--- src/verilog/rv_decode_pkg.sv ---
`default_nettype none

package rv_decode_pkg;

    localparam int XLEN       = 32;                 // Data and instruction width
    localparam int REG_ADDR_W = 5;                  // x0..x31
    localparam int CSR_ADDR_W = 12;
    localparam int MEM_BE_W   = 4;                  // One enable per byte lane

    // Major opcodes, instr[6:0]
    localparam logic [6:0] OPC_LUI    = 7'b0110111;
    localparam logic [6:0] OPC_AUIPC  = 7'b0010111;
    localparam logic [6:0] OPC_JAL    = 7'b1101111;
    localparam logic [6:0] OPC_JALR   = 7'b1100111;
    localparam logic [6:0] OPC_BRANCH = 7'b1100011;
    localparam logic [6:0] OPC_LOAD   = 7'b0000011;
    localparam logic [6:0] OPC_STORE  = 7'b0100011;
    localparam logic [6:0] OPC_OP_IMM = 7'b0010011;
    localparam logic [6:0] OPC_OP     = 7'b0110011;
    localparam logic [6:0] OPC_FENCE  = 7'b0001111;
    localparam logic [6:0] OPC_SYSTEM = 7'b1110011;

    localparam logic [2:0] F3_BEQ  = 3'b000;        // Branch conditions
    localparam logic [2:0] F3_BNE  = 3'b001;
    localparam logic [2:0] F3_BLT  = 3'b100;
    localparam logic [2:0] F3_BGE  = 3'b101;
    localparam logic [2:0] F3_BLTU = 3'b110;
    localparam logic [2:0] F3_BGEU = 3'b111;

    localparam logic [2:0] F3_LB  = 3'b000;         // Load widths
    localparam logic [2:0] F3_LH  = 3'b001;
    localparam logic [2:0] F3_LW  = 3'b010;
    localparam logic [2:0] F3_LBU = 3'b100;
    localparam logic [2:0] F3_LHU = 3'b101;

    localparam logic [2:0] F3_SB = 3'b000;          // Store widths
    localparam logic [2:0] F3_SH = 3'b001;
    localparam logic [2:0] F3_SW = 3'b010;

    localparam logic [2:0] F3_SRL_SRA = 3'b101;     // Shift right, funct7[5] picks arithmetic
    localparam logic [2:0] F3_PRIV    = 3'b000;     // ECALL/EBREAK, no CSR access

    // ALU op is {funct7[5], funct3}
    typedef enum logic [3:0] {
        ALU_ADD  = 4'b0000,
        ALU_SLL  = 4'b0001,
        ALU_SLT  = 4'b0010,
        ALU_SLTU = 4'b0011,
        ALU_XOR  = 4'b0100,
        ALU_SRL  = 4'b0101,
        ALU_OR   = 4'b0110,
        ALU_AND  = 4'b0111,
        ALU_SUB  = 4'b1000,
        ALU_SRA  = 4'b1101
    } alu_op_e;

    typedef enum logic [2:0] {BR_NOOP, BR_EQ, BR_NE, BR_LT, BR_LTU, BR_GE, BR_GEU} br_op_e;
    typedef enum logic [2:0] {LD_LB, LD_LH, LD_LW, LD_LBU, LD_LHU} ld_op_e;
    typedef enum logic [1:0] {ST_SB, ST_SH, ST_SW} st_op_e;

    // Operand routing toward the execute stage
    typedef enum logic [1:0] {
        SRC_REGS,                                   // rs1, rs2
        SRC_RS2IMM_RS1,                             // rs1, imm
        SRC_RS2IMM_RS1PC                            // PC, imm
    } src_sel_e;

    typedef enum logic [2:0] {
        IMM_NONE, IMM_I, IMM_S, IMM_B, IMM_U, IMM_J, IMM_SHAMT
    } imm_fmt_e;

    typedef struct packed {
        logic       imm;                            // Operand is the 5-bit zimm
        logic [1:0] kind;                           // 01 RW, 10 RS, 11 RC
    } csr_op_t;

    typedef struct packed {
        logic [6:0]            funct7;
        logic [REG_ADDR_W-1:0] rs2;
        logic [REG_ADDR_W-1:0] rs1;
        logic [2:0]            funct3;
        logic [REG_ADDR_W-1:0] rd;
        logic [6:0]            opcode;
    } r_fmt_t;

    typedef struct packed {
        logic [11:0]           imm;                 // Also the CSR address
        logic [REG_ADDR_W-1:0] rs1;
        logic [2:0]            funct3;
        logic [REG_ADDR_W-1:0] rd;
        logic [6:0]            opcode;
    } i_fmt_t;

    typedef struct packed {
        logic [6:0]            imm_hi;              // imm[11:5]
        logic [REG_ADDR_W-1:0] rs2;
        logic [REG_ADDR_W-1:0] rs1;
        logic [2:0]            funct3;
        logic [4:0]            imm_lo;              // imm[4:0]
        logic [6:0]            opcode;
    } s_fmt_t;

    typedef struct packed {
        logic                  imm12;               // Sign bit
        logic [5:0]            imm10_5;
        logic [REG_ADDR_W-1:0] rs2;
        logic [REG_ADDR_W-1:0] rs1;
        logic [2:0]            funct3;
        logic [3:0]            imm4_1;
        logic                  imm11;
        logic [6:0]            opcode;
    } b_fmt_t;

    typedef struct packed {
        logic [19:0]           imm;                 // imm[31:12]
        logic [REG_ADDR_W-1:0] rd;
        logic [6:0]            opcode;
    } u_fmt_t;

    typedef struct packed {
        logic                  imm20;               // Sign bit
        logic [9:0]            imm10_1;
        logic                  imm11;
        logic [7:0]            imm19_12;
        logic [REG_ADDR_W-1:0] rd;
        logic [6:0]            opcode;
    } j_fmt_t;

    typedef union packed {
        r_fmt_t r;
        i_fmt_t i;
        s_fmt_t s;
        b_fmt_t b;
        u_fmt_t u;
        j_fmt_t j;
    } instr_u;

    typedef struct packed {
        alu_op_e               alu_op;
        br_op_e                br_op;
        ld_op_e                ld_op;
        st_op_e                st_op;
        src_sel_e              src_sel;
        logic [XLEN-1:0]       imm;
        logic [REG_ADDR_W-1:0] rs1;
        logic [REG_ADDR_W-1:0] rs2;
        logic [REG_ADDR_W-1:0] rd;
        logic                  use_rs1;             // Register file read ports in use
        logic                  use_rs2;
        logic                  rf_wr;
        logic                  mem_rd;
        logic                  mem_wr;
        logic [MEM_BE_W-1:0]   mem_be;
        logic                  is_ldst;
        logic                  jump;                // JAL and JALR
        logic                  jalr;
        csr_op_t               csr_op;
        logic                  csr_wr;
        logic [CSR_ADDR_W-1:0] csr_addr;
        logic [4:0]            csr_imm;             // zimm from the rs1 field
    } dec_word_t;

endpackage

`default_nettype wire

--- src/verilog/rv_imm_gen.sv ---
`timescale 1ns/1ps
`default_nettype none

module rv_imm_gen (
    input  rv_decode_pkg::instr_u            instr_i,
    input  rv_decode_pkg::imm_fmt_e          fmt_i,   // Chosen by the opcode decode
    output logic [rv_decode_pkg::XLEN-1:0]   imm_o
);

    import rv_decode_pkg::*;

    always_comb begin
        case (fmt_i)
            IMM_I: begin
                imm_o = {{(XLEN-12){instr_i.i.imm[11]}},  // Sign extend
                         instr_i.i.imm};
            end
            IMM_S: begin
                imm_o = {{(XLEN-12){instr_i.s.imm_hi[6]}},
                         instr_i.s.imm_hi,
                         instr_i.s.imm_lo};               // Fields split around rs1/rs2
            end
            IMM_B: begin
                imm_o = {{(XLEN-13){instr_i.b.imm12}},
                         instr_i.b.imm12,
                         instr_i.b.imm11,
                         instr_i.b.imm10_5,
                         instr_i.b.imm4_1,
                         1'b0};                           // Halfword aligned offset
            end
            IMM_U: begin
                imm_o = {instr_i.u.imm, {(XLEN-20){1'b0}}};  // Upper 20, low 12 cleared
            end
            IMM_J: begin
                imm_o = {{(XLEN-21){instr_i.j.imm20}},
                         instr_i.j.imm20,
                         instr_i.j.imm19_12,
                         instr_i.j.imm11,
                         instr_i.j.imm10_1,
                         1'b0};                           // Halfword aligned offset
            end
            IMM_SHAMT: begin
                // Shift amount only, funct7 bits stay out of the operand
                imm_o = {{(XLEN-5){1'b0}}, instr_i.i.imm[4:0]};
            end
            default: begin
                imm_o = '0;                               // IMM_NONE
            end
        endcase
    end

endmodule

`default_nettype wire

--- src/verilog/rv_ctrl_decode.sv ---
`timescale 1ns/1ps
`default_nettype none

module rv_ctrl_decode (
    input  rv_decode_pkg::instr_u    instr_i,
    output rv_decode_pkg::dec_word_t dec_o
);

    import rv_decode_pkg::*;

    dec_word_t       dec_c;                         // Control fields, imm filled in later
    imm_fmt_e        fmt_c;                         // Immediate layout for this opcode
    logic [XLEN-1:0] imm_w;
    logic            rd_nz;                         // Destination is not x0

    assign rd_nz = |instr_i.r.rd;

    rv_imm_gen rv_imm_gen_i (
        .instr_i (instr_i),
        .fmt_i   (fmt_c),
        .imm_o   (imm_w)
    );

    always_comb begin
        dec_c         = '0;                         // All flags low, BR_NOOP, ST_SB
        dec_c.alu_op  = ALU_ADD;
        dec_c.ld_op   = LD_LW;
        dec_c.src_sel = SRC_REGS;
        fmt_c         = IMM_NONE;

        // Register and CSR fields come straight from the word
        dec_c.rs1      = (instr_i.r.opcode == OPC_LUI) ? '0 : instr_i.r.rs1;  // LUI adds to x0
        dec_c.rs2      = instr_i.r.rs2;
        dec_c.rd       = instr_i.r.rd;
        dec_c.csr_addr = instr_i.i.imm;
        dec_c.csr_imm  = instr_i.r.rs1;

        case (instr_i.r.opcode)
            OPC_LUI: begin
                dec_c.src_sel = SRC_RS2IMM_RS1;     // 0 + imm
                dec_c.rf_wr   = rd_nz;
                fmt_c         = IMM_U;
            end
            OPC_AUIPC: begin
                dec_c.src_sel = SRC_RS2IMM_RS1PC;   // PC + imm
                dec_c.rf_wr   = rd_nz;
                fmt_c         = IMM_U;
            end
            OPC_JAL: begin
                dec_c.jump    = 1'b1;
                dec_c.src_sel = SRC_RS2IMM_RS1PC;   // Target is PC + offset
                dec_c.rf_wr   = rd_nz;              // Link register gets PC+4
                fmt_c         = IMM_J;
            end
            OPC_JALR: begin
                dec_c.jump    = 1'b1;
                dec_c.jalr    = 1'b1;               // Target is rs1 + offset
                dec_c.use_rs1 = 1'b1;
                dec_c.src_sel = SRC_RS2IMM_RS1PC;
                dec_c.rf_wr   = rd_nz;
                fmt_c         = IMM_I;
            end
            OPC_BRANCH: begin
                dec_c.use_rs1 = 1'b1;               // Compare rs1 against rs2
                dec_c.use_rs2 = 1'b1;
                fmt_c         = IMM_B;
                case (instr_i.b.funct3)
                    F3_BEQ:  dec_c.br_op = BR_EQ;
                    F3_BNE:  dec_c.br_op = BR_NE;
                    F3_BLT:  dec_c.br_op = BR_LT;
                    F3_BGE:  dec_c.br_op = BR_GE;
                    F3_BLTU: dec_c.br_op = BR_LTU;
                    F3_BGEU: dec_c.br_op = BR_GEU;
                    default: dec_c.br_op = BR_NOOP; // 010/011 reserved
                endcase
            end
            OPC_LOAD: begin
                dec_c.is_ldst = 1'b1;
                dec_c.mem_rd  = 1'b1;
                dec_c.use_rs1 = 1'b1;               // Address base
                dec_c.src_sel = SRC_RS2IMM_RS1;
                dec_c.rf_wr   = rd_nz;
                fmt_c         = IMM_I;
                case (instr_i.i.funct3)
                    F3_LB:   dec_c.ld_op = LD_LB;
                    F3_LH:   dec_c.ld_op = LD_LH;
                    F3_LBU:  dec_c.ld_op = LD_LBU;
                    F3_LHU:  dec_c.ld_op = LD_LHU;
                    default: dec_c.ld_op = LD_LW;   // F3_LW and reserved codes
                endcase
            end
            OPC_STORE: begin
                dec_c.is_ldst = 1'b1;
                dec_c.mem_wr  = 1'b1;
                dec_c.use_rs1 = 1'b1;               // Address base
                dec_c.use_rs2 = 1'b1;               // Store data
                dec_c.src_sel = SRC_RS2IMM_RS1;
                fmt_c         = IMM_S;
                case (instr_i.s.funct3)
                    F3_SB: begin
                        dec_c.st_op  = ST_SB;
                        dec_c.mem_be = 4'b0001;
                    end
                    F3_SH: begin
                        dec_c.st_op  = ST_SH;
                        dec_c.mem_be = 4'b0011;
                    end
                    F3_SW: begin
                        dec_c.st_op  = ST_SW;
                        dec_c.mem_be = 4'b1111;
                    end
                    default: ;                      // Reserved width, no lanes enabled
                endcase
            end
            OPC_OP_IMM: begin
                dec_c.use_rs1 = 1'b1;
                dec_c.src_sel = SRC_RS2IMM_RS1;
                dec_c.rf_wr   = rd_nz;
                if (instr_i.i.funct3 == F3_SRL_SRA) begin
                    // funct7[5] splits SRLI from SRAI
                    dec_c.alu_op = alu_op_e'({instr_i.r.funct7[5], instr_i.r.funct3});
                    fmt_c        = IMM_SHAMT;
                end else begin
                    dec_c.alu_op = alu_op_e'({1'b0, instr_i.i.funct3});  // No SUBI
                    fmt_c        = IMM_I;
                end
            end
            OPC_OP: begin
                dec_c.use_rs1 = 1'b1;
                dec_c.use_rs2 = 1'b1;
                dec_c.rf_wr   = rd_nz;
                dec_c.alu_op  = alu_op_e'({instr_i.r.funct7[5], instr_i.r.funct3});
            end
            OPC_FENCE: ;                            // Treated as a NOP
            OPC_SYSTEM: begin
                dec_c.csr_op  = csr_op_t'(instr_i.i.funct3);
                dec_c.csr_wr  = instr_i.i.funct3 != F3_PRIV;  // ECALL/EBREAK touch no CSR
                dec_c.rf_wr   = rd_nz && (instr_i.i.funct3 != F3_PRIV);  // Old CSR value to rd
                dec_c.use_rs1 = !instr_i.i.funct3[2];  // Immediate forms use zimm
            end
            default: ;
        endcase
    end

    always_comb begin
        dec_o     = dec_c;
        dec_o.imm = imm_w;
    end

endmodule

`default_nettype wire

--- src/verilog/rv_decode_hs.sv ---
`timescale 1ns/1ps
`default_nettype none

module rv_decode_hs (
    input  logic                     clk_i,
    input  logic                     arst_n_i,
    input  logic                     instr_req_i,
    output logic                     instr_ack_o,
    input  rv_decode_pkg::dec_word_t dec_i,      // Combinational decode of the input word
    output rv_decode_pkg::dec_word_t dec_o,
    output logic                     dec_req_o,
    input  logic                     dec_ack_i
);

    import rv_decode_pkg::*;

    logic      full_q;                              // Stage holds an item
    logic      instr_ack_q;
    logic      dec_req_q;
    dec_word_t dec_q;
    logic      accept;                              // Capture this cycle

    // Only take a word when empty and the previous input cycle has closed
    assign accept = !full_q && instr_req_i && !instr_ack_q;

    always_ff @(posedge clk_i or negedge arst_n_i) begin
        if (!arst_n_i) begin
            full_q      <= 1'b0;
            instr_ack_q <= 1'b0;
            dec_req_q   <= 1'b0;
        end else begin
            if (accept) begin
                full_q <= 1'b1;
            end else if (full_q && !dec_req_q && !dec_ack_i) begin
                full_q <= 1'b0;                     // Output four-phase cycle complete
            end

            if (accept) begin
                instr_ack_q <= 1'b1;
            end else if (!instr_req_i) begin
                instr_ack_q <= 1'b0;                // Source dropped req
            end

            if (accept) begin
                dec_req_q <= 1'b1;                  // Offer downstream with the ack
            end else if (dec_ack_i) begin
                dec_req_q <= 1'b0;
            end
        end
    end

    always_ff @(posedge clk_i or negedge arst_n_i) begin
        if (!arst_n_i) begin
            dec_q <= '0;
        end else if (accept) begin
            dec_q <= dec_i;
        end
    end

    assign instr_ack_o = instr_ack_q;
    assign dec_req_o   = dec_req_q;
    assign dec_o       = dec_q;

    // Payload must not move under an open output request
    a_dec_stable: assert property (@(posedge clk_i) disable iff (!arst_n_i)
        dec_req_o ##1 dec_req_o |-> $stable(dec_o));

    // Sink has to release ack before a new request
    a_req_after_ack_low: assert property (@(posedge clk_i) disable iff (!arst_n_i)
        $rose(dec_req_o) |-> !$past(dec_ack_i));

    // No new capture while the previous word is still offered
    a_no_accept_when_busy: assert property (@(posedge clk_i) disable iff (!arst_n_i)
        $rose(instr_ack_o) |-> !$past(dec_req_o));

endmodule

`default_nettype wire

--- src/verilog/rv_decoder_top.sv ---
`timescale 1ns/1ps
`default_nettype none

module rv_decoder_top (
    input  logic                     clk_i,
    input  logic                     arst_n_i,
    input  logic                     instr_req_i,
    input  rv_decode_pkg::instr_u    instr_i,     // Held stable while instr_req_i is high
    output logic                     instr_ack_o,
    output rv_decode_pkg::dec_word_t dec_o,
    output logic                     dec_req_o,
    input  logic                     dec_ack_i
);

    import rv_decode_pkg::*;

    dec_word_t dec_c;                               // Decode of the word on the input bus

    rv_ctrl_decode rv_ctrl_decode_i (
        .instr_i (instr_i),
        .dec_o   (dec_c)
    );

    rv_decode_hs rv_decode_hs_i (
        .clk_i       (clk_i),
        .arst_n_i    (arst_n_i),
        .instr_req_i (instr_req_i),
        .instr_ack_o (instr_ack_o),
        .dec_i       (dec_c),
        .dec_o       (dec_o),
        .dec_req_o   (dec_req_o),
        .dec_ack_i   (dec_ack_i)
    );

endmodule

`default_nettype wire

--- config.mk ---
export PLATFORM = sky130hd
export DESIGN_NAME = rv_decoder_top
export DESIGN_NICKNAME = d
export VERILOG_FILES = /design/src/verilog/rv_decode_pkg.sv /design/src/verilog/rv_imm_gen.sv /design/src/verilog/rv_ctrl_decode.sv /design/src/verilog/rv_decode_hs.sv /design/src/verilog/rv_decoder_top.sv
export SDC_FILE = /design/constraint.sdc
export NUM_CORES = 1
export LEC_CHECK = 0
export ABC_AREA = 1
export BUFFER_PORTS_ARGS = -buffer_cell sky130_fd_sc_hd__clkbuf_2
export CORE_MARGIN = 8
export CORE_UTILIZATION = 37
export CTS_CLUSTER_SIZE = 30
export DETAILED_ROUTE_END_ITERATION = 12
export SYNTH_ARGS = -nofsm -noshare
export SYNTH_HDL_FRONTEND = slang
export SYNTH_SLANG_ARGS = --single-unit
--- constraint.sdc ---
create_clock -name clk_i -period 1.73 [get_ports clk_i]
set_clock_uncertainty 0.05 [all_clocks]
set_input_delay 0.0865 -clock clk_i [delete_from_list [all_inputs] [get_ports clk_i]]
set_output_delay 0.0865 -clock clk_i [all_outputs]
set_load 0.03 [all_outputs]
# --- After elaboration in Yosys (flattened, before gate mapping) ---
# Index checks and enable logic that the tools add are counted.
classes:
  eq_ne: 23
  n_reduce_logical: 24
  mux: 29
op_table:
  columns: ["operator", "n"]
  rows:
  - ["one-hot mux 32 bit (6 select lines)", 1]
  - ["one-hot mux 3 bit (6 select lines)", 2]
  - ["equality test 7 bit (second input constant)", 4]
  - ["equality test 3 bit (second input constant)", 7]
  - ["equality test 7 x 6 -> 1 bit (second input constant)", 3]
  - ["equality test 7 x 5 -> 1 bit (second input constant)", 2]
  - ["one-hot mux 3 bit (4 select lines)", 1]
  - ["one-hot mux 4 bit (3 select lines)", 1]
  - ["two-way mux 1 bit", 11]
  - ["two-way mux 5 bit", 2]
  - ["equality test 3 x 2 -> 1 bit (second input constant)", 3]
  - ["two-way mux 3 bit", 3]
  - ["two-way mux 4 bit", 2]
  - ["one-hot mux 2 bit (2 select lines)", 2]
  - ["one-hot mux 4 bit (2 select lines)", 1]
  - ["OR reduction 2 bit", 4]
  - ["equality test 7 x 2 -> 1 bit (second input constant)", 1]
  - ["OR reduction 7 bit", 1]
  - ["equality test 3 x 1 -> 1 bit (second input constant)", 2]
  - ["OR reduction 3 bit", 2]
  - ["OR reduction 6 bit", 1]
  - ["logical AND 1 bit", 5]
  - ["logical NOT 1 bit", 5]
  - ["OR reduction 5 bit", 1]
  - ["other kinds (7)", 9]
word_totals:
  output_inout_bits: 96
  register_bits: 97

# --- Longest topological paths before layout ---
# Gate-level depths: netlist of the first run.
depth:
  ltp_word: 5
  depth_mapped: 14

# --- Modules after synthesis ---
# Synthesis of the first run repeated with hierarchy kept, for this count alone.
hier_totals:
  cells_unflattened: 669
  area_unflattened_um2: 5181.2
modules_own_cells:
  columns: ["module", "cells_per_inst", "instances", "area_per_inst_um2"]
  rows:
  - ["rv_decode_hs", 429, 1, 3983.8]
  - ["rv_ctrl_decode", 143, 1, 737.0]
  - ["rv_imm_gen", 97, 1, 460.4]

# --- Worst setup path after synthesis of the first run ---
# Ideal clock, no wire load.
synth_timing:
  kind: "register to register"
  start: "register rv_decode_hs_i.instr_ack_q (netlist: rv_decode_hs_i.instr_ack_o)"
  end: "register rv_decode_hs_i.dec_req_q (netlist: rv_decode_hs_i.dec_req_o)"
  n_path_buf: 2
  path_stages_with_launch: 6
  required_time_ns: 1.538
  path_slack_ns: 0.089
  arrival_ns: 1.449
  period_less_slack_ns: 1.641
  setup_time_ns: 0.142
  cell_sequence: "dfrtp_1 inv_1 nand2_1 clkbuf_1 clkbuf_1 o21ai_0"
synth_via:
  elab_chain_len: 3
  elab_cells_between_ends: 4
synth_rtl:
  columns: ["element", "line", "rtl"]
  rows:
  - ["start: declaration", "rv_decode_hs.sv:18", "logic instr_ack_q;"]
  - ["start signal: assignment", "rv_decode_hs.sv:29", "instr_ack_q <= 1'b0;"]
  - ["start signal: assignment", "rv_decode_hs.sv:39", "instr_ack_q <= 1'b1;"]
  - ["start signal: assignment", "rv_decode_hs.sv:41", "instr_ack_q <= 1'b0;"]
  - ["logical NOT 1 bit *", "rv_decode_hs.sv:24", "assign accept = !full_q && instr_req_i && !instr_ack_q;"]
  - ["logical AND 1 bit *", "rv_decode_hs.sv:24", null]
  - ["two-way mux 1 bit or nonzero test 2 bit (tied branches)", null, null]
  - ["end signal: assignment", "rv_decode_hs.sv:30", "dec_req_q <= 1'b0;"]
  - ["end signal: assignment", "rv_decode_hs.sv:45", "dec_req_q <= 1'b1;"]
  - ["end signal: assignment", "rv_decode_hs.sv:47", "dec_req_q <= 1'b0;"]
  - ["end: declaration", "rv_decode_hs.sv:19", "logic dec_req_q;"]
# Mark *: on every way between the ends. The rest lies on a longest branch, timed or not.
# A chain may end at the register's enable or synchronous reset.

# --- Worst setup path after layout of the first run ---
layout_timing:
  start: "register rv_decode_hs_i.full_q"
  end: "register rv_decode_hs_i.dec_q (netlist bit rv_decode_hs_i.dec_o[30])"
layout_via:
  elab_chain_len: 3
layout_rtl:
  columns: ["element", "line", "rtl"]
  rows:
  - ["start: declaration", "rv_decode_hs.sv:17", "logic full_q;"]
  - ["start signal: assignment", "rv_decode_hs.sv:28", "full_q <= 1'b0;"]
  - ["start signal: assignment", "rv_decode_hs.sv:33", "full_q <= 1'b1;"]
  - ["start signal: assignment", "rv_decode_hs.sv:35", "full_q <= 1'b0;"]
  - ["logical NOT 1 bit", "rv_decode_hs.sv:24", null]
  - ["logical AND 1 bit (2 in a row)", "rv_decode_hs.sv:24", null]
  - ["end signal: assignment", "rv_decode_hs.sv:56", "dec_q <= dec_i;"]
  - ["end: declaration", "rv_decode_hs.sv:20", "dec_word_t dec_q;"]
# Every way passes these cells.

==> results.yml, run 1 <==
yosys:
  synth.avg_cell_area_um2: 8.11
  synth_top_area_frac: 0.537
  synth_common_cells: "nand2_1 (243), dfrtp_1 (91), o21ai_0 (33), nand2_2 (19), inv_1 (16)"
  netlist_instances: 523
  seq_area_frac_synth: 0.537
  ys_warn_count: 0
  synthTopCellsByArea: "dfrtp_1 (54%), nand2_1 (21%), o21ai_0 (3.9%)"
  syn_nets: 559
  synthDistinctLibCells: 28
  synth_edf_count: 0
  synth_seq_cells: 91
  synth_top_area_cell: "dfrtp_1"
  synthArstFlopShare: 1.00
  ys.flop_type: "dfrtp_1"
  post-synth-top-count-cell: "nand2_1"
  syn_area_mm2: 0.00424
sta:
  setup_viol: 0
  max_freq_mhz: 658
  rsz0062_at_grt: "no"
  worst_slew_pin_slew_ns: 0.461
  timing.final.crit_share: 0.879
  min_period_ns: 1.52
  finalMaxSlewViolations: 0
  hold_violations: 0
  tns_ns: 0
  relSlewSlack: 0.693
pwr:
  peakVddDrop_mv: 0.877
  power_frac_clock: 0.285
  p_per_area_mw_per_mm2: 1350
  p_seq_frac: 0.373
  swShare: 0.396
  combinationalPowerShare: 0.342
  p_sw_mw: 3.02
  cellLeakagePower_nw: 3.30
  p_int_mw: 4.61
clocking:
  hold_buffers: 22
  htreeDepth: 3
  cts_tree: "built"
  clk_pin_slew_ns: 0.07
  ctsLongestPathBuffers: 2
  cts_buffers: 9
  cts_setup_buffers: 0
  cts.sink_count: 91
  cts-root-buf: "clkbuf_16"
  insertion_delay_ns: 0.34
  cts_resized: 0
placement:
  port_buffers: 131
  hpwl_um: 9590
  globalplace.congestion: 0.890
  placed_cell_area_mm2: 0.00510
die:
  coreArea_mm2: 0.0113
  die_width_um: 123
  rows: 39
  io-pin-count: 132
  initial_core_util: 0.375
  die_h_um: 123
  die_area_mm2: 0.0152
critical_path:
  cp-start-kind: "register"
  worstPathMaxFanout: 36
  arrival_ns: 1.69
  critPathSlowestCell: "dfrtp_1"
  cp_top_family: "buffers and inverters"
  critPathCaptureType: "register"
  worstSetupPathType: "register to register"
  crit_chain: "nor2_1, nand2_4, inv_2, buf_12, nand3_1, o21ai_0, a21oi_1"
  worst-path-buf-inv: 2
  required_ns: 1.90
  cpPeakStageDelay_ns: 0.39
detailed_routing:
  routedWlPerCell_um: 15.7
  drc: 0
  ant_nets: 0
  drt-initial-drc-count: 309
  vias: 3992
  drt-vias-per-instance: 4.86
  finalWirelength_um: 12900
  dr.pass1.iters: 4
global_route:
  use_met2: 0.268
  grt_pass1_vias: 3963
  grt_busiest_layer: "met2"
  grt_use_total: 0.173
  grt_max_degree: 47
  grt_overflow_total: 0
  grt_pass1_wl_um: 20200
  grt_use_met1: 0.215
  antenna_found_initial: 0
  grtUsageMet3: 0.0653
final_layout:
  seq_area_mm2: 0.00228
  antenna_cells: 0
  design_area_mm2: 0.00565
  area_growth_pct: 33.1
  fin_nets: 710
  fillers: 1114
  drive_gt1_frac: 0.303
  multiInputGateArea_mm2: 0.00172
status:
  status: "completed"
flow_run:
  drv_cap: 0
hold_path:
  hp-class: "input port to register"
==> tightest hold or removal path: stages <==
cell and delay, ns:
clkbuf_2 0.10, inv_2 0.06, o21ai_0 0.07, o31ai_1 0.07
==> area by class of cell <==
cell class                      instances  area share
Timing Repair Buffer                  168       0.184
Tap cell                              143      0.0317
Clock inverter                          5      0.0133
Inverter                               28      0.0186
Clock buffer                           11      0.0447
Sequential cell                        91       0.403
Multi-Input combinational cell        376       0.304
==> path summary, 6_finish.rpt <==
| kind | depth (start not counted) | startpoint | end | slack, ns |
|---|---|---|---|---|
| max | 7 | rv_decode_hs_i.full_q$_DFFE_PN0P_ | rv_decode_hs_i.dec_o[30]$_DFFE_PN0P_ | 0.21 |
| min | 4 | instr_i[13] | rv_decode_hs_i.dec_o[87]$_DFFE_PN0P_ | 0.03 |
| max reg2reg | 7 | rv_decode_hs_i.full_q$_DFFE_PN0P_ | rv_decode_hs_i.dec_o[30]$_DFFE_PN0P_ | 0.21 |
| min reg2reg | 1 | rv_decode_hs_i.full_q$_DFFE_PN0P_ | rv_decode_hs_i.instr_ack_o$_DFFE_PN0P_ | 0.42 |
| max in group asynchronous | 3 | arst_n_i | rv_decode_hs_i.dec_o[13]$_DFFE_PN0P_ | 0.95 |
| min in group asynchronous | 2 | arst_n_i | rv_decode_hs_i.dec_o[45]$_DFFE_PN0P_ | 0.13 |
==> layout by cell type (no fill, tap or decap), types with 3 or more instances in the layout <==
cell type | netlist | layout
a21oi_1 | 15 | 15
a31oi_1 | 11 | 11
buf_12 | 0 | 4
buf_4 | 6 | 12
clkbuf_16 | 0 | 9
clkbuf_2 | 0 | 130
clkinv_2 | 0 | 3
dfrtp_1 | 91 | 91
dlygate4sd3_1 | 0 | 22
inv_1 | 16 | 16
inv_2 | 10 | 11
nand2_1 | 243 | 242
nand2_2 | 19 | 19
nand2_4 | 3 | 4
nand3_1 | 13 | 13
nand4_1 | 3 | 3
nor2_1 | 12 | 12
nor2_4 | 3 | 3
nor3_1 | 6 | 6
nor3_2 | 4 | 4
o21ai_0 | 33 | 33
o31ai_1 | 3 | 3
==> per-stage QoR <==
stage               hold slack, ns  setup slack (ns)  std cells  utilization  power [mW]
finish                      0.0339             0.210        822        0.499        7.62
detailed placement         -0.0378             0.121        784        0.451        5.48
floorplan                   -0.259            0.0887        523            -        4.59
global placement           -0.0392             0.171        784        0.451        5.44
global route                0.0432            0.0261        822        0.499        8.03
CTS                         0.0261             0.200        822        0.499        7.70
==> routing by layer <==
metal / routed length (um) / up-vias / part of all wire
li1: - / 1948 / -
met1: 5790 / 1919 / 0.45
met2: 5870 / 108 / 0.46
met3: 985 / 17 / 0.076
met4: 229 / 0 / 0.018
met5: 0 / - / 0
==> cell families after synthesis <==
family,count (synthesis),synth area share
DFF,91,0.537
buffers and inverters,56,0.0598
AOI/OAI and AO/OA,66,0.0855
and+or+nand+nor,310,0.318
==> sequential cells by signal (all words and copies together) (netlist names) <==
name,count
rv_decode_hs_i.dec_o,88
rv_decode_hs_i.dec_req_o,1
rv_decode_hs_i.full_q,1
rv_decode_hs_i.instr_ack_o,1
==> power by group through the flow <==
stage	clock network [mW]	registers [mW]	logic, mW
3_5_place_dp	0	2.88	2.60
3_3_place_gp	0	2.87	2.57
4_1_cts	2.21	2.85	2.64
6_report	2.17	2.85	2.61
5_1_grt	2.30	2.91	2.81
2_1_floorplan	0	3.70	0.893
(Power assumes the default switching activity.)
==> run 2, diff against run 1 <==
--- a/config.mk
+++ b/config.mk
@@ -5,10 +5,10 @@
 export SDC_FILE = /design/constraint.sdc
 export NUM_CORES = 1
 export LEC_CHECK = 0
-export ABC_AREA = 1
 export BUFFER_PORTS_ARGS = -buffer_cell sky130_fd_sc_hd__clkbuf_2
 export CORE_MARGIN = 8
 export CORE_UTILIZATION = 37
+export CTS_BUF_LIST = sky130_fd_sc_hd__clkbuf_8
 export CTS_CLUSTER_SIZE = 30
 export DETAILED_ROUTE_END_ITERATION = 12
 export SYNTH_ARGS = -nofsm -noshare
==> results.yml, run 2 <==
die:
  die_h_um: 120
  die_width_um: 120
  coreArea_mm2: 0.0107
  rows: 38
  die_area_mm2: 0.0143
  initial_core_util: 0.373
  io-pin-count: 132
yosys:
  syn_nets: 449
  synthTopCellsByArea: "dfrtp_1 (57%), nand2_1 (12%), o21ai_0 (3.4%)"
  synth_top_family_by_area: "simple AND/OR/NAND/NOR gates"
  synth_compound_area_frac: 0.176
  synth_top_area_cell: "dfrtp_1"
  seq_area_frac_synth: 0.574
  synth.avg_cell_area_um2: 9.61
  syn_area_mm2: 0.00397
  synthSimpleGateAreaFrac: 0.186
  yosys.area_share.xor_xnor: 0.00662
  synthDistinctLibCells: 50
  synthArstFlopShare: 1.00
  synth-adder-area-share: 0
  synth.area.mux_share: 0.00284
  ys_warn_count: 0
  netlist_instances: 413
  synth_top_area_frac: 0.574
  synth_edf_count: 0
  synth_seq_cells: 91
  ys.flop_type: "dfrtp_1"
  post-synth-top-count-cell: "nand2_1"
  synth_common_cells: "nand2_1 (126), dfrtp_1 (91), o21ai_0 (27), clkbuf_1 (22), a21oi_1 (20)"
final_layout:
  antenna_cells: 0
  drive_gt1_frac: 0.326
  multiInputGateArea_mm2: 0.00151
  fin_util: 0.505
  design_area_mm2: 0.00538
  fin_nets: 616
  largest_reg_flops: 88
  fillers: 1052
  seq_area_mm2: 0.00228
  layout_commonest_cell: "clkbuf_2"
  area_growth_pct: 35.6
  layout_common_cells: "clkbuf_2 (129), nand2_1 (125), dfrtp_1 (90), buf_4 (32), dlygate4sd3_1 (28)"
sta:
  rsz0062_at_grt: "no"
  timing.final.crit_share: 0.948
  finalMaxSlewViolations: 0
  tns_ns: 0
  relSlewSlack: 0.675
  min_period_ns: 1.64
  hold_violations: 0
  worst_slack_ns: 0.0891
  worst_slew_pin_slew_ns: 0.487
  max_freq_mhz: 609
  setup_viol: 0
critical_path:
  arrival_ns: 1.89
  cp-endpoint: "rv_decode_hs_i.dec_o[67]$_DFFE_PN0P_"
  r2r_setup_slack_ns: 0.12
  required_ns: 1.98
  r2r-end: "rv_decode_hs_i.dec_o[59]$_DFFE_PN0P_"
  r2r_start: "rv_decode_hs_i.full_q$_DFFE_PN0P_"
  critPathCaptureType: "register"
  startpoint: "instr_i[13]"
  worstPathMaxFanout: 8
  cp-start-kind: "input port"
  worstSetupPathType: "input port to register"
  reg2reg_depth: 6
detailed_routing:
  drt-initial-drc-count: 339
  drc: 0
  vias: 3699
  routedWlPerCell_um: 17.1
  finalWirelength_um: 12400
  met1_length_um: 5650
  dr.pass1.iters: 4
  wl_met2_um: 5420
  drt-vias-per-instance: 5.10
  met3_length_um: 1080
  highest_layer: "met4"
  ant_nets: 0
clocking:
  ctsLongestPathBuffers: 2
  cts.sink_count: 91
  insertion_delay_ns: 0.35
  clk_pin_slew_ns: 0.09
  cts_tree: "built"
  cts_buffers: 9
  htreeDepth: 3
  cts-root-buf: "clkbuf_8"
flow_run:
  drv_cap: 0
hold_path:
  hp-class: "input port to register"
placement:
  port_buffers: 131
  preCtsSetupSlack_ns: -0.00311
  globalplace.congestion: 0.870
  placed_cell_area_mm2: 0.00489
  hpwl_um: 9090
global_route:
  grt_max_degree: 70
  grt_pass1_wl_um: 20100
  grt_use_total: 0.175
  grt_overflow_total: 0
  grt_pass1_vias: 3883
  antenna_found_initial: 0
pwr:
  p_sw_mw: 2.67
  power_mw: 6.51
  p_int_mw: 3.83
  peakVddDrop_mv: 0.723
  power_frac_clock: 0.217
  p_seq_frac: 0.420
  cellLeakagePower_nw: 2.80
  combinationalPowerShare: 0.363
  swShare: 0.411
  p_per_area_mw_per_mm2: 1210
status:
  status: "completed"
## run 2: routing by layer
metal  global-route usage  vias to the layer above
met4               0.0523                        0
li1                     -                     1760
met1                0.228                     1783
met3               0.0629                       14
met5                    0                        -
met2                0.267                      142
## run 2: through the flow
step / std cells / hold slack, ns
after floorplan: 413 / -0.259
after global placement: 681 / 0.0297
after detailed placement: 681 / 0.0323
after CTS: 725 / 0.00895
after global routing: 725 / 0.0351
final: 725 / 0.0281
## run 2: cell families after synthesis
| family | after synthesis |
|---|---|
| AO/OA/AOI/OAI | 103 |
| XOR/XNOR | 3 |
| buffers and inverters | 42 |
| flip-flops | 91 |
| multiplexers | 1 |
| AND/OR/NAND/NOR | 173 |
## run 2: worst max-delay path: stages
cell	delay, ns
dlygate4sd3_1	0.52
buf_2	0.16
nand2b_4	0.14
o211ai_1	0.12
and3_1	0.20
or4_4	0.56
nand2_1	0.10
## run 2: area by class of cell
cell class | count | area share
Clock buffer | 9 | 0.0230
Inverter | 6 | 0.00419
Timing Repair Buffer | 192 | 0.225
Multi-Input combinational cell | 280 | 0.280
Sequential cell | 91 | 0.423
Tap cell | 140 | 0.0326
Clock inverter | 7 | 0.0114
## run 2: worst min-delay path by stage
stage                     startpoint                                    to  slack [ns]  cells after the start
after floorplan             arst_n_i   rv_decode_hs_i.dec_o[0]$_DFFE_PN0P_       -0.26                      0
after global placement      arst_n_i  rv_decode_hs_i.dec_o[56]$_DFFE_PN0P_        0.03                      1
after detailed placement    arst_n_i  rv_decode_hs_i.dec_o[56]$_DFFE_PN0P_        0.03                      1
after CTS                 instr_i[5]  rv_decode_hs_i.dec_o[80]$_DFFE_PN0P_       0.009                      3
after global routing      instr_i[5]  rv_decode_hs_i.dec_o[80]$_DFFE_PN0P_        0.04                      3
final                     instr_i[5]  rv_decode_hs_i.dec_o[80]$_DFFE_PN0P_        0.03                      3
## run 2: power groups by stage
stage	Sequential [mW]	Combinational [mW]	Clock [mW]
after CTS	2.73	2.40	1.46
after detailed placement	2.77	2.34	0
after floorplan	3.48	0.843	0
final	2.73	2.36	1.41
after global routing	2.79	2.56	1.54
after global placement	2.75	2.32	0
## run 2: repair_timing
item,4_1_cts,5_1_grt
setup endpoints to repair,1,17
endpoints found under the hold margin,93,0
hold buffers,28,0
gates resized for setup,1,5
buffers inserted,0,0
pin swaps,0,2
==> run 3, diff against run 2 <==
--- a/config.mk
+++ b/config.mk
@@ -8,7 +8,7 @@
 export BUFFER_PORTS_ARGS = -buffer_cell sky130_fd_sc_hd__clkbuf_2
 export CORE_MARGIN = 8
 export CORE_UTILIZATION = 37
-export CTS_BUF_LIST = sky130_fd_sc_hd__clkbuf_8
+export CTS_BUF_LIST = sky130_fd_sc_hd__clkbuf_4 sky130_fd_sc_hd__clkbuf_8 sky130_fd_sc_hd__clkbuf_16
 export CTS_CLUSTER_SIZE = 30
 export DETAILED_ROUTE_END_ITERATION = 12
 export SYNTH_ARGS = -nofsm -noshare
==> constraint.sdc (replaced) <==
create_clock -name clk_i -period 2.11 [get_ports clk_i]
set_clock_uncertainty 0.05 [all_clocks]
set_input_delay 0.1055 -clock clk_i [delete_from_list [all_inputs] [get_ports clk_i]]
set_output_delay 0.1055 -clock clk_i [all_outputs]
set_load 0.03 [all_outputs]
==> results.yml, run 3 (synthesis gave the netlist of run 2 again) <==
final_layout:
  fin_nets: 598
  fillers: 1027
  layout_commonest_cell: "clkbuf_2"
  antenna_cells: 0
  layout_common_cells: "clkbuf_2 (130), nand2_1 (125), dfrtp_1 (91), o21ai_0 (27), dlygate4sd3_1 (25)"
  fin_util: 0.490
  drive_gt1_frac: 0.303
  area_growth_pct: 31.5
  largest_reg_flops: 88
die:
  io-pin-count: 132
  die_h_um: 120
  die_width_um: 120
  coreArea_mm2: 0.0107
  initial_core_util: 0.373
  die_area_mm2: 0.0143
  rows: 38
detailed_routing:
  dr.pass1.iters: 4
  drt-vias-per-instance: 5.01
  drc: 0
  vias: 3542
  routedWlPerCell_um: 17.2
  drt-initial-drc-count: 293
  ant_nets: 0
  finalWirelength_um: 12100
pwr:
  peakVddDrop_mv: 0.520
  p_per_area_mw_per_mm2: 1030
  p_int_mw: 3.17
  power_frac_clock: 0.230
  p_sw_mw: 2.19
  p_seq_frac: 0.419
  cellLeakagePower_nw: 2.69
  swShare: 0.409
  power_mw: 5.35
  combinationalPowerShare: 0.351
sta:
  max_freq_mhz: 541
  relSlewSlack: 0.529
  worst_slew_pin_slew_ns: 0.706
  setup_viol: 0
  min_period_ns: 1.85
  timing.final.crit_share: 0.875
  tns_ns: 0
  finalMaxSlewViolations: 0
  rsz0062_at_grt: "no"
  hold_violations: 0
clocking:
  cts_tree: "built"
  htreeDepth: 3
  cts-root-buf: "clkbuf_8"
  cts_buffers: 9
  clk_pin_slew_ns: 0.09
  cts.sink_count: 91
  insertion_delay_ns: 0.36
  ctsLongestPathBuffers: 2
global_route:
  grt_overflow_total: 0
  grt_max_degree: 70
  antenna_found_initial: 0
  grt_use_total: 0.170
  grt_pass1_vias: 3645
  grt_pass1_wl_um: 19700
flow_run:
  drv_cap: 0
placement:
  hpwl_um: 8700
  port_buffers: 131
  globalplace.congestion: 0.827
critical_path:
  worstPathMaxFanout: 14
  critPathCaptureType: "register"
  cpPeakStageDelay_ns: 0.41
  crit_chain: "nor2_1, nand2_4, a211o_1, buf_4, a21oi_1, a221o_1"
  required_ns: 2.36
  critPathSlowestCell: "dfrtp_1"
  worstSetupPathType: "register to register"
  arrival_ns: 2.10
  cp-start-kind: "register"
  reg2reg_depth: 6
hold_path:
  worstHoldPathCells: 4
  hp-class: "input port to register"
status:
  status: "completed"
## run 3: layer usage
metal / GRT usage / wire (um) / share of wire
met5: 0 / 0 / 0
met4: 0.0500 / 125 / 0.010
met1: 0.236 / 5630 / 0.46
met2: 0.241 / 5250 / 0.43
met3: 0.0620 / 1120 / 0.093
## run 3: layout make-up
| cell class | count | area (um^2) | area share |
|---|---|---|---|
| Multi-Input combinational cell | 280 | 1480 | 0.284 |
| Clock inverter | 5 | 61.3 | 0.0117 |
| Inverter | 6 | 22.5 | 0.00432 |
| Tap cell | 140 | 175 | 0.0336 |
| Clock buffer | 11 | 145 | 0.0278 |
| Sequential cell | 91 | 2280 | 0.436 |
| Timing Repair Buffer | 174 | 1060 | 0.202 |
## run 3: what timing repair did
| action | CTS | global route |
|---|---|---|
| buffers inserted | 0 | 0 |
| hold buffers | 25 | 0 |
| hold endpoints to repair | 90 | 0 |
| gates resized for setup | 0 | 0 |
## run 3: metrics by stage
stage          cells  setup slack (ns)  instance area (um^2)  hold slack [ns]
6_report         707             0.263                  5220           0.0410
5_1_grt          707             0.113                  5220           0.0542
4_1_cts          707             0.248                  5220           0.0338
3_5_place_dp     666             0.170                  4760            0.101
3_3_place_gp     666             0.252                  4760            0.106
2_1_floorplan    413             0.215                  3970           -0.240
## run 3: final timing paths
kind                                                      start                                   end  slack, ns
min in group asynchronous                              arst_n_i  rv_decode_hs_i.dec_o[37]$_DFFE_PN0P_       0.24
max                           rv_decode_hs_i.full_q$_DFFE_PN0P_  rv_decode_hs_i.dec_o[51]$_DFFE_PN0P_       0.26
max in group asynchronous                              arst_n_i  rv_decode_hs_i.dec_o[90]$_DFFE_PN0P_       1.10
min                                                  instr_i[4]  rv_decode_hs_i.dec_o[48]$_DFFE_PN0P_       0.04
max reg2reg                   rv_decode_hs_i.full_q$_DFFE_PN0P_  rv_decode_hs_i.dec_o[51]$_DFFE_PN0P_       0.26
min reg2reg                rv_decode_hs_i.dec_o[15]$_DFFE_PN0P_  rv_decode_hs_i.dec_o[15]$_DFFE_PN0P_       0.43
## run 3: power by group through the flow
| stage | sequential, mW | clock (mW) | combinational, mW |
|---|---|---|---|
| floorplan | 2.85 | 0 | 0.685 |
| global placement | 2.26 | 0 | 1.86 |
| detailed placement | 2.27 | 0 | 1.87 |
| CTS | 2.24 | 1.25 | 1.91 |
| global route | 2.28 | 1.32 | 2.04 |
| finish | 2.24 | 1.23 | 1.88 |
## run 3: critical path, delay by kind of cell (launching register included)
kind                   cells  cell delay, ns
AOI/OAI and AO/OA          3            0.83
buffers and inverters      1            0.19
and+or+nand+nor            2            0.31
DFF                        1            0.41
